===== config.mk =====
export PLATFORM = sky130hd
export DESIGN_NAME = result_writeback_flat
export DESIGN_NICKNAME = d
export VERILOG_FILES = /design/src/pipe_ifs.sv /design/src/result_writeback.sv /design/src/flat_wrapper.sv
export VERILOG_INCLUDE_DIRS = /design/src
export SDC_FILE = /design/constraint.sdc
export NUM_CORES = 1
export LEC_CHECK = 0
export BUFFER_PORTS_ARGS = -buffer_cell sky130_fd_sc_hd__buf_2
export CAP_MARGIN = 25
export CORE_MARGIN = 3
export CORE_UTILIZATION = 35
export CTS_CLUSTER_SIZE = 16
export DETAILED_ROUTE_END_ITERATION = 16
export PLACE_DENSITY_LB_ADDON = 0.1
export SYNTH_ARGS = -nofsm -noshare
export SYNTH_HDL_FRONTEND = slang
export SYNTH_SLANG_ARGS = --single-unit

===== constraint.sdc =====
create_clock -name clk -period 1.45 [get_ports clk]
set_input_delay 0.0725 -clock clk [delete_from_list [all_inputs] [get_ports clk]]
set_output_delay 0.0725 -clock clk [all_outputs]
set_load 0.02 [all_outputs]

===== src/core_params.svh =====
`ifndef CORE_PARAMS_SVH
`define CORE_PARAMS_SVH

// datapath width, one RV64 register
`define XLEN 64

// architectural register file, x0 included
`define REG_COUNT 32
`define REG_ADDR_W 5

// base ISA instruction word
`define INSTR_W 32

`endif


===== src/pipe_ifs.sv =====
`timescale 1ns/10ps
`default_nettype none

`include "core_params.svh"


// execute to result, one computed value
interface ex_res_if;
    logic                   valid;
    logic                   ready;
    logic [`REG_ADDR_W-1:0] rd;
    logic [`XLEN-1:0]       result;
    logic                   wr_en;
    logic                   illegal;

    modport src (output valid, rd, result, wr_en, illegal, input ready);
    modport dst (input valid, rd, result, wr_en, illegal, output ready);
    // decode looks at the execute output for forwarding
    modport peek (input valid, rd, wr_en, result);
endinterface

`default_nettype wire


===== src/result_writeback.sv =====
`timescale 1ns/10ps
`default_nettype none

`include "core_params.svh"

module result_writeback (
    input  wire                    clk,
    input  wire                    reset,
    ex_res_if.dst                  xr,
    output logic                   wb_valid,
    input  wire                    wb_ready,
    output logic [`REG_ADDR_W-1:0] wb_rd,
    output logic [`XLEN-1:0]       wb_data,
    output logic                   wb_illegal,
    output logic                   rf_we,
    output logic [`REG_ADDR_W-1:0] rf_waddr,
    output logic [`XLEN-1:0]       rf_wdata,
    output logic                   res_valid,
    output logic                   res_wr_en,
    output logic [`REG_ADDR_W-1:0] res_rd
);

    logic held_wr_en;
    logic take;

    assign xr.ready = !wb_valid || wb_ready;
    assign take     = xr.valid && xr.ready;

    always_ff @(posedge clk) begin
        if (reset)
            wb_valid <= 1'b0;
        else if (take)
            wb_valid <= 1'b1;
        else if (wb_ready)
            wb_valid <= 1'b0;
    end

    always_ff @(posedge clk) begin
        if (take) begin
            wb_rd      <= xr.rd;
            wb_data    <= xr.result;
            wb_illegal <= xr.illegal;
            held_wr_en <= xr.wr_en;
        end
    end

    // commit to the register file as the result retires
    assign rf_we    = wb_valid && wb_ready && held_wr_en;
    assign rf_waddr = wb_rd;
    assign rf_wdata = wb_data;

    // held entry, seen by decode for forwarding
    assign res_valid = wb_valid;
    assign res_wr_en = held_wr_en;
    assign res_rd    = wb_rd;

endmodule

`default_nettype wire


===== src/flat_wrapper.sv =====
// flat-port wrapper written by rule: the top's interface ports become plain ports
module result_writeback_flat 
  (clk, reset, wb_valid, wb_ready, wb_rd, wb_data, wb_illegal, rf_we, rf_waddr, rf_wdata, res_valid, res_wr_en, res_rd, xr_valid, xr_rd, xr_result, xr_wr_en, xr_illegal, xr_ready);
  ex_res_if xr_i ();
  input  wire clk;
  input  wire reset;
  output logic wb_valid;
  input  wire wb_ready;
  output logic [`REG_ADDR_W-1:0] wb_rd;
  output logic [`XLEN-1:0] wb_data;
  output logic wb_illegal;
  output logic rf_we;
  output logic [`REG_ADDR_W-1:0] rf_waddr;
  output logic [`XLEN-1:0] rf_wdata;
  output logic res_valid;
  output logic res_wr_en;
  output logic [`REG_ADDR_W-1:0] res_rd;
  input wire logic [$bits(xr_i.valid)-1:0] xr_valid;
  input wire logic [$bits(xr_i.rd)-1:0] xr_rd;
  input wire logic [$bits(xr_i.result)-1:0] xr_result;
  input wire logic [$bits(xr_i.wr_en)-1:0] xr_wr_en;
  input wire logic [$bits(xr_i.illegal)-1:0] xr_illegal;
  output wire logic [$bits(xr_i.ready)-1:0] xr_ready;
  assign xr_i.valid = xr_valid;
  assign xr_i.rd = xr_rd;
  assign xr_i.result = xr_result;
  assign xr_i.wr_en = xr_wr_en;
  assign xr_i.illegal = xr_illegal;
  assign xr_ready = xr_i.ready;
  result_writeback u_core (.clk(clk), .reset(reset), .xr(xr_i), .wb_valid(wb_valid), .wb_ready(wb_ready), .wb_rd(wb_rd), .wb_data(wb_data), .wb_illegal(wb_illegal), .rf_we(rf_we), .rf_waddr(rf_waddr), .rf_wdata(rf_wdata), .res_valid(res_valid), .res_wr_en(res_wr_en), .res_rd(res_rd));
endmodule

---- Word-level counts from Yosys, hierarchy flattened ----
Index checks and enable logic that the tools add are counted.
word-level totals
  register bits ........................... 72
  bits of input ports ..................... 75
  output and inout bits ................... 149
  word-level logic and storage cells ...... 13
operators by class
  mux-type cells .......................... 2
  reduce and logical (&&, ||, !) cells .... 6
operators by type and width
  cell                 number
  $logic_and A1 B1 Y1  3
  $mux W1              2
  $reduce_bool A2 Y1   1
  $logic_not A1 Y1     1
  $logic_or A1 B1 Y1   1

---- Depth between registers and ports, before layout ----
Gate-level depths: netlist (run 1).
  word-level depth ........................ 4
  depth in mapped cells ................... 2
  gate-level depth less buffers ........... 2

---- Worst setup path after synthesis (run 1) ----
Ideal clock, no wire load.
  path kind ............................... register to register
  start ................................... register u_core.wb_valid (netlist: u_core.res_valid)
  end ..................................... register u_core.wb_rd[0] (netlist: u_core.res_rd[0]) (enable)
  setup time .............................. 379 ps
  arrival time ............................ 1152 ps
  required time ........................... 1071 ps
  setup slack ............................. -81 ps
  stages on the path, launching flop included .. 3
  buffers on the path ..................... 0
  clock period less this slack ............ 1531 ps
  path through ............................ dfxtp_1 -> nand2b_4 -> and2_4
on the way
  longest elaborated chain between the ends .. 3
ends and longest elaborated chain
  what                      RTL line                text
  start: declaration        result_writeback.sv:10  output logic wb_valid,
  start signal: assignment  result_writeback.sv:31  wb_valid <= 1'b0;
  start signal: assignment  result_writeback.sv:33  wb_valid <= 1'b1;
  start signal: assignment  result_writeback.sv:35  wb_valid <= 1'b0;
  $logic_not A1 Y1          result_writeback.sv:26  assign xr.ready = !wb_valid || wb_ready;
  $logic_or A1 B1 Y1        result_writeback.sv:26
  net xr_ready              flat_wrapper.sv:23      output wire logic [$bits(xr_i.ready)-1:0] xr_ready;
  $logic_and A1 B1 Y1       result_writeback.sv:27  assign take = xr.valid && xr.ready;
  net u_core.take           result_writeback.sv:24  logic take;
  end signal: assignment    result_writeback.sv:40  wb_rd <= xr.rd;
  end: declaration          result_writeback.sv:12  output logic [`REG_ADDR_W-1:0] wb_rd,
The timed path passes the listed nets, and every way through them passes these cells.
A chain may end at the register's enable or synchronous reset.

---- Worst setup path after layout (run 1) ----
  start ................................... register u_core.wb_valid (netlist: u_core.res_valid)
  end ..................................... register u_core.wb_data[30] (netlist: u_core.rf_wdata[30]) (enable)
on the way
  longest elaborated chain between the ends .. 3
ends and longest elaborated chain
  what                    RTL line                text
  $logic_not A1 Y1        result_writeback.sv:26
  $logic_or A1 B1 Y1      result_writeback.sv:26
  $logic_and A1 B1 Y1     result_writeback.sv:27
  net u_core.take         result_writeback.sv:24
  end signal: assignment  result_writeback.sv:41  wb_data <= xr.result;
  end: declaration        result_writeback.sv:13  output logic [`XLEN-1:0] wb_data,
The timed path passes the listed nets, and every way through them passes these cells.

==> impl_metrics.env, run 1 <==
export IMPL_dr_total_vias=1940
export IMPL_final_count_of_pins_violating_max_slew=0
export IMPL_switching_share_of_power_pct=26.7
export IMPL_diodes=0
export IMPL_hold_viol_final=0
export IMPL_fmax_ghz=0.821
export IMPL_cts_buffers_inserted=9
export IMPL_place_congestion=0.651
export IMPL_holdWs_ps=254
export IMPL_skew_ps=3.76
export IMPL_tritoncts="built"
export IMPL_regToRegEndpoint="u_core.rf_wdata[30]"
export IMPL_root_buffer="clkbuf_8"
export IMPL_drt_pre_antenna_iters=4
export IMPL_htree_num_levels=3
export IMPL_p_leak_nw=2.01
export IMPL_crit_path_top_delay_cell="dfxtp_4"
export IMPL_rrSetupSlack_ps=230
export IMPL_hold_path_startpoint="xr_valid"
export IMPL_buf_inv_on_cp=1
export IMPL_power_density_nw_per_um2=1060
export IMPL_die_h_um=94.8
export IMPL_max_slew_margin_rel_pct=87.2
export IMPL_crit_path_start_kind="flop"
export IMPL_drt_wl_total_um=6760
export IMPL_layout_worst_path_cycle_share_pct=84.0
export IMPL_clock_transition_time_at_the_flip_flop_clock_pins_of_the_worst_setup_and_hold_paths_ps=70
export IMPL_worst_hold_path_type="in2reg"
export IMPL_layout_drive_gt1_share_pct=62.2
export IMPL_antenna_violating_nets_post_route=0
export IMPL_track_usage_pct=14.4
export IMPL_max_slew_worst_pin_slew_ps=192
export IMPL_critical_path_top_delay_family="flip-flops"
export IMPL_final_common_cell="buf_2"
export IMPL_mostFrequentLayoutCells="buf_2, dlygate4sd3_1, edfxtp_1"
export IMPL_std_cell_rows=31
export IMPL_worst_path_largest_cell_delay_ps=360
export IMPL_cts_sinks=72
export IMPL_worst_skew_pair_late_latency_ps=330
export IMPL_clock_tree_buffer_depth=2
export IMPL_cp_required_ps=1480
export IMPL_design_final_nets=462
export IMPL_switching_power_mw=1.24
export IMPL_synth_seq_area_share_pct=78.0
export IMPL_power_share_of_the_combinational_group_pct=18.5
export IMPL_first_global_vias=2023
export IMPL_synth_largest_type_area_fraction_pct=77.3
export IMPL_synth_seq_cells=72
export IMPL_internal_portion_of_total_power_mw=3.41
export IMPL_fp_coreArea_um2=7450
export IMPL_hold_path_depth=2
export IMPL_power_share_sequential_pct=53.5
export IMPL_global_route_wire_length_before_repair_um=9560
export IMPL_peakVddDrop_mv=0.526
export IMPL_syn2layout_area_growth_pct=58.8
export IMPL_maxCapViolCount=0
export IMPL_crit_path_cell_trace="nand2b_4, and2_4, buf_4"
export IMPL_wire_per_inst_um=13.8
export IMPL_count_of_distinct_cell_types_in_the_synthesized_netlist=8
export IMPL_end_kind="flop"
export IMPL_worst_endpoint_arrival_ps=1250
export IMPL_syn_inst=152
export IMPL_design_die_area_um2=8980
export IMPL_post_route_worst_setup_slack_ps=232
export IMPL_power_frac_clock_pct=27.9
export IMPL_fp_dieW_um=94.8
export IMPL_routed_via_density=3.95
export IMPL_synth_fp_nets=227
export IMPL_portBuffers=223
export IMPL_floorplan_initialDensity_pct=37.0
export IMPL_rsz_0062_raised_after_global_routing="false"
export IMPL_critical_path_peak_fanout=12
export IMPL_initial_antenna_violation_count=0
export IMPL_setup_slack_at_placement_ps=238
export IMPL_syn_area_per_cell_um2=18.1
export IMPL_synth_top_cell_by_area="edfxtp_1"
export IMPL_drt_iter0_markers=73
export IMPL_final_setup_viol_count=0
export IMPL_netlist_top_cells_area="edfxtp_1, buf_4, dfxtp_1, nand2b_4, a21oi_2"
export IMPL_reg2reg_depth=3
export IMPL_rr_startpoint="u_core.res_valid"
export IMPL_global_route_overflow_total=0
export IMPL_criticalPathCategory="reg2reg"
export IMPL_grt_max_degree=28
export IMPL_total_i_o_pin_count=224
export IMPL_dp_hpwl_um=4780
export IMPL_run_status="finished, final reports clean"
export IMPL_post_synthesis_cell_area_um2=2760
export IMPL_yosys_warnings=0
export IMPL_timing_hold_worst_endpoint="u_core.rf_wdata[18]"
export IMPL_final_min_clock_period_ps=1220
export IMPL_drcViolationCount=0
-- kinds of logic (layout without fill, tap and decap cells) --
family,Yosys count,count (layout),share of synthesized area [%]
AOI/OAI and AO/OA,1,1,0.318
buffers and inverters,76,316,20.6
DFF,72,72,78.0
and+or+nand+nor,3,3,1.09
-- cell type report --
type | instances | area, um^2
Clock inverter | 6 | 36.3
Fill cell | 619 | 3070
Tap cell | 99 | 124
Timing Repair Buffer | 299 | 1890
Clock buffer | 10 | 128
Sequential cell | 72 | 2160
Inverter | 1 | 3.75
Multi-Input combinational cell | 4 | 38.8
-- Yosys cell counts --
| cell | number |
|---|---|
| nand2b_4 | 1 |
| dfxtp_1 | 1 |
| and3_2 | 1 |
| a21oi_2 | 1 |
| edfxtp_1 | 71 |
| buf_4 | 75 |
| and2_4 | 1 |
| inv_1 | 1 |
-- power by group through the flow --
| stage | registers [mW] | clock network, mW | logic [mW] |
|---|---|---|---|
| after detailed placement | 2.54 | 0 | 0.715 |
| after CTS | 2.49 | 1.37 | 0.870 |
| final | 2.49 | 1.30 | 0.863 |
| after global routing | 2.51 | 1.45 | 0.919 |
| after floorplan | 2.69 | 0 | 0.366 |
| after global placement | 2.53 | 0 | 0.714 |
-- metal layers --
metal	vias up	wire, um	track usage [%]
met1	897	2270	13.7
met3	5	596	4.30
met2	109	3830	28.0
met5	-	0	0
met4	0	59	6.13
li1	929	-	-
-- through the flow --
step / total power, mW / utilization (%) / std cells / TNS, ps / area [um^2]
floorplan: 3.06 / - / 152 / -896 / 2760
global placement: 3.25 / 46.8 / 402 / 0 / 3490
detailed placement: 3.25 / 46.8 / 402 / 0 / 3490
CTS: 4.73 / 58.8 / 491 / 0 / 4380
global route: 4.88 / 58.8 / 491 / 0 / 4380
finish: 4.66 / 58.8 / 491 / 0 / 4380
-- timing repair --
action | CTS | global route
buffers inserted | 0 | 0
endpoints found under the hold margin | 72 | 0
gates resized for setup | 0 | 0
hold buffers | 73 | 0
-- worst max-delay path by stage --
| stage | startpoint | end | slack (ps) | cells past startpoint |
|---|---|---|---|---|
| floorplan | u_core.res_valid | u_core.res_rd[0] | -10 | 2 |
| global placement | u_core.res_valid | u_core.rf_wdata[20] | 250 | 3 |
| detailed placement | u_core.res_valid | u_core.rf_wdata[44] | 240 | 3 |
| finish | u_core.res_valid | u_core.rf_wdata[30] | 230 | 3 |
| CTS | u_core.res_valid | u_core.res_rd[4] | 230 | 3 |
| global route | u_core.res_valid | u_core.rf_wdata[44] | 190 | 3 |
-- flip-flops by register name, indices dropped and copies added, names as in the netlist --
| signal | cells |
|---|---|
| u_core.rf_wdata | 64 |
| u_core.res_rd | 5 |
| u_core.res_valid | 1 |
| u_core.res_wr_en | 1 |
| u_core.wb_illegal | 1 |
(Power assumes the default switching activity.)
==> inputs of run 2 (changes only) <==
Clock period 1.45 ns to 1 ns, I/O delays scaled along.
==> impl_metrics.env, run 2 (synthesized netlist as in run 1, its figures left out) <==
export IMPL_syn2layout_area_growth_pct=76.0
export IMPL_worst_endpoint_arrival_ps=1150
export IMPL_mostFrequentLayoutCells="buf_2, dlygate4sd3_1, edfxtp_1"
export IMPL_largest_reg_flops=64
export IMPL_run_status="complete, but fails checks"
export IMPL_crit_path_start_kind="flop"
export IMPL_antenna_violating_nets_post_route=0
export IMPL_drt_wl_total_um=7510
export IMPL_grt_max_degree=30
export IMPL_fp_coreArea_um2=7450
export IMPL_dpl_cell_count=405
export IMPL_cp_required_ps=1020
export IMPL_floorplan_initialDensity_pct=37.0
export IMPL_layout_worst_path_cycle_share_pct=113
export IMPL_root_buffer="clkbuf_8"
export IMPL_final_min_clock_period_ps=1130
export IMPL_p_leak_nw=2.18
export IMPL_max_slew_margin_rel_pct=85.1
export IMPL_final_common_cell="buf_2"
export IMPL_regToRegEndpoint="u_core.rf_wdata[28]"
export IMPL_critical_path_peak_fanout=29
export IMPL_portBuffers=223
export IMPL_hold_path_startpoint="wb_ready"
export IMPL_global_route_overflow_total=0
export IMPL_dpl_cell_area_um2=3510
export IMPL_total_i_o_pin_count=224
export IMPL_drcViolationCount=0
export IMPL_drt_iter0_markers=25
export IMPL_crit_path_start="u_core.res_valid"
export IMPL_power_density_nw_per_um2=1530
export IMPL_dr_total_vias=1996
export IMPL_first_global_vias=2050
export IMPL_rrSetupSlack_ps=-130
export IMPL_timing_hold_worst_endpoint="u_core.res_valid"
export IMPL_tritoncts="built"
export IMPL_finish_cell_count_without_fillers=494
export IMPL_htree_num_levels=3
export IMPL_utilization_of_the_core_after_routing_pct=65.2
export IMPL_hold_viol_final=0
export IMPL_post_route_worst_setup_slack_ps=-130
export IMPL_failed_checks="setup timing"
export IMPL_final_count_of_pins_violating_max_slew=0
export IMPL_drt_pre_antenna_iters=4
export IMPL_clock_transition_time_at_the_flip_flop_clock_pins_of_the_worst_setup_and_hold_paths_ps=70
export IMPL_peakVddDrop_mv=0.753
export IMPL_cts_buffers_inserted=9
export IMPL_fmax_ghz=0.885
export IMPL_layout_drive_gt1_share_pct=62.5
export IMPL_post_route_cell_area_um2=4850
export IMPL_skew_ps=8.56
export IMPL_maxCapViolCount=0
export IMPL_cts_sinks=72
export IMPL_worst_skew_pair_late_latency_ps=330
export IMPL_max_slew_worst_pin_slew_ps=223
export IMPL_reg2reg_depth=3
export IMPL_holdWs_ps=123
export IMPL_dp_hpwl_um=4670
export IMPL_clock_tree_buffer_depth=2
export IMPL_initial_antenna_violation_count=0
export IMPL_track_usage_pct=15.1
export IMPL_multiInputGateArea_um2=42.5
export IMPL_std_cell_rows=31
export IMPL_design_die_area_um2=8980
export IMPL_routed_via_density=4.04
export IMPL_wire_per_inst_um=15.2
export IMPL_fp_dieW_um=94.8
export IMPL_criticalPathCategory="reg2reg"
export IMPL_seq_area_um2=2160
export IMPL_die_h_um=94.8
export IMPL_n_fill_cell=573
export IMPL_hold_path_depth=4
export IMPL_worst_hold_path_type="in2reg"
export IMPL_rr_startpoint="u_core.res_valid"
export IMPL_design_final_nets=466
export IMPL_final_setup_viol_count=85
export IMPL_diodes=0
export IMPL_global_route_wire_length_before_repair_um=9960
export IMPL_place_congestion=0.657
export IMPL_rsz_0062_raised_after_global_routing="true"
export IMPL_end_kind="flop"
-- run 2: cell types whose count changed in the layout (fill, tap and decap cells not counted) --
cell	previous run	this run
buf_4	1	4
clkinv_4	1	0
and3_4	0	1
bufinv_16	0	2
and3_2	1	0
buf_6	0	65
clkinvlp_4	2	0
buf_2	223	159
-- run 2: where the power goes --
part	total, mW	internal, mW	switching, mW	leakage (nW)
registers	3.65	3.53	0.119	0.696
clock network	2.33	1.37	0.957	0.101
logic	1.45	0.716	0.732	1.39
total	7.43	5.62	1.81	2.18
-- run 2: worst max path at each step --
stage	to	slack (ps)	cells after the start
CTS	rf_we	-130	2
global placement	u_core.rf_wdata[28]	-100	3
finish	u_core.rf_wdata[28]	-130	3
global route	u_core.rf_wdata[28]	-170	3
detailed placement	u_core.rf_wdata[28]	-100	3
floorplan	u_core.res_rd[0]	-460	2
-- run 2: metal layers --
metal,track usage (%),wire (um),vias up
li1,-,-,934
met5,0,0,-
met1,14.3,2240,936
met4,6.85,109,0
met3,4.86,616,9
met2,28.9,4550,117
-- run 2: area by class of cell --
type	instances	share of cell area, %
inverter	1	0.0773
clock inverter	5	1.49
sequential	72	44.4
clock buffer	10	2.63
tap	99	2.55
timing repair buffer	303	48.0
multi-input combinational	4	0.876
-- run 2: stage by stage --
stage               worst slack, ps  power [mW]  setup TNS, ps
floorplan                      -463        4.43         -32850
global placement              -96.4        4.72          -5610
detailed placement            -99.9        4.72          -6040
CTS                            -125        7.32          -7610
global route                   -169        7.76         -12820
finish                         -130        7.43          -7700
-- run 2: critical path, stage by stage (launching register included) --
cell and delay (ps):
dfxtp_4 360, nand2b_4 60, and2_4 190, buf_12 200
-- run 2: what timing repair did --
| item | in CTS | in global routing |
|---|---|---|
| setup buffers | 0 | 1 |
| endpoints found under the setup margin | 80 | 138 |
| resized for setup | 18 | 113 |
| endpoints found under the hold margin | 72 | 0 |
| hold buffers | 73 | 0 |
| cloned | 0 | 0 |
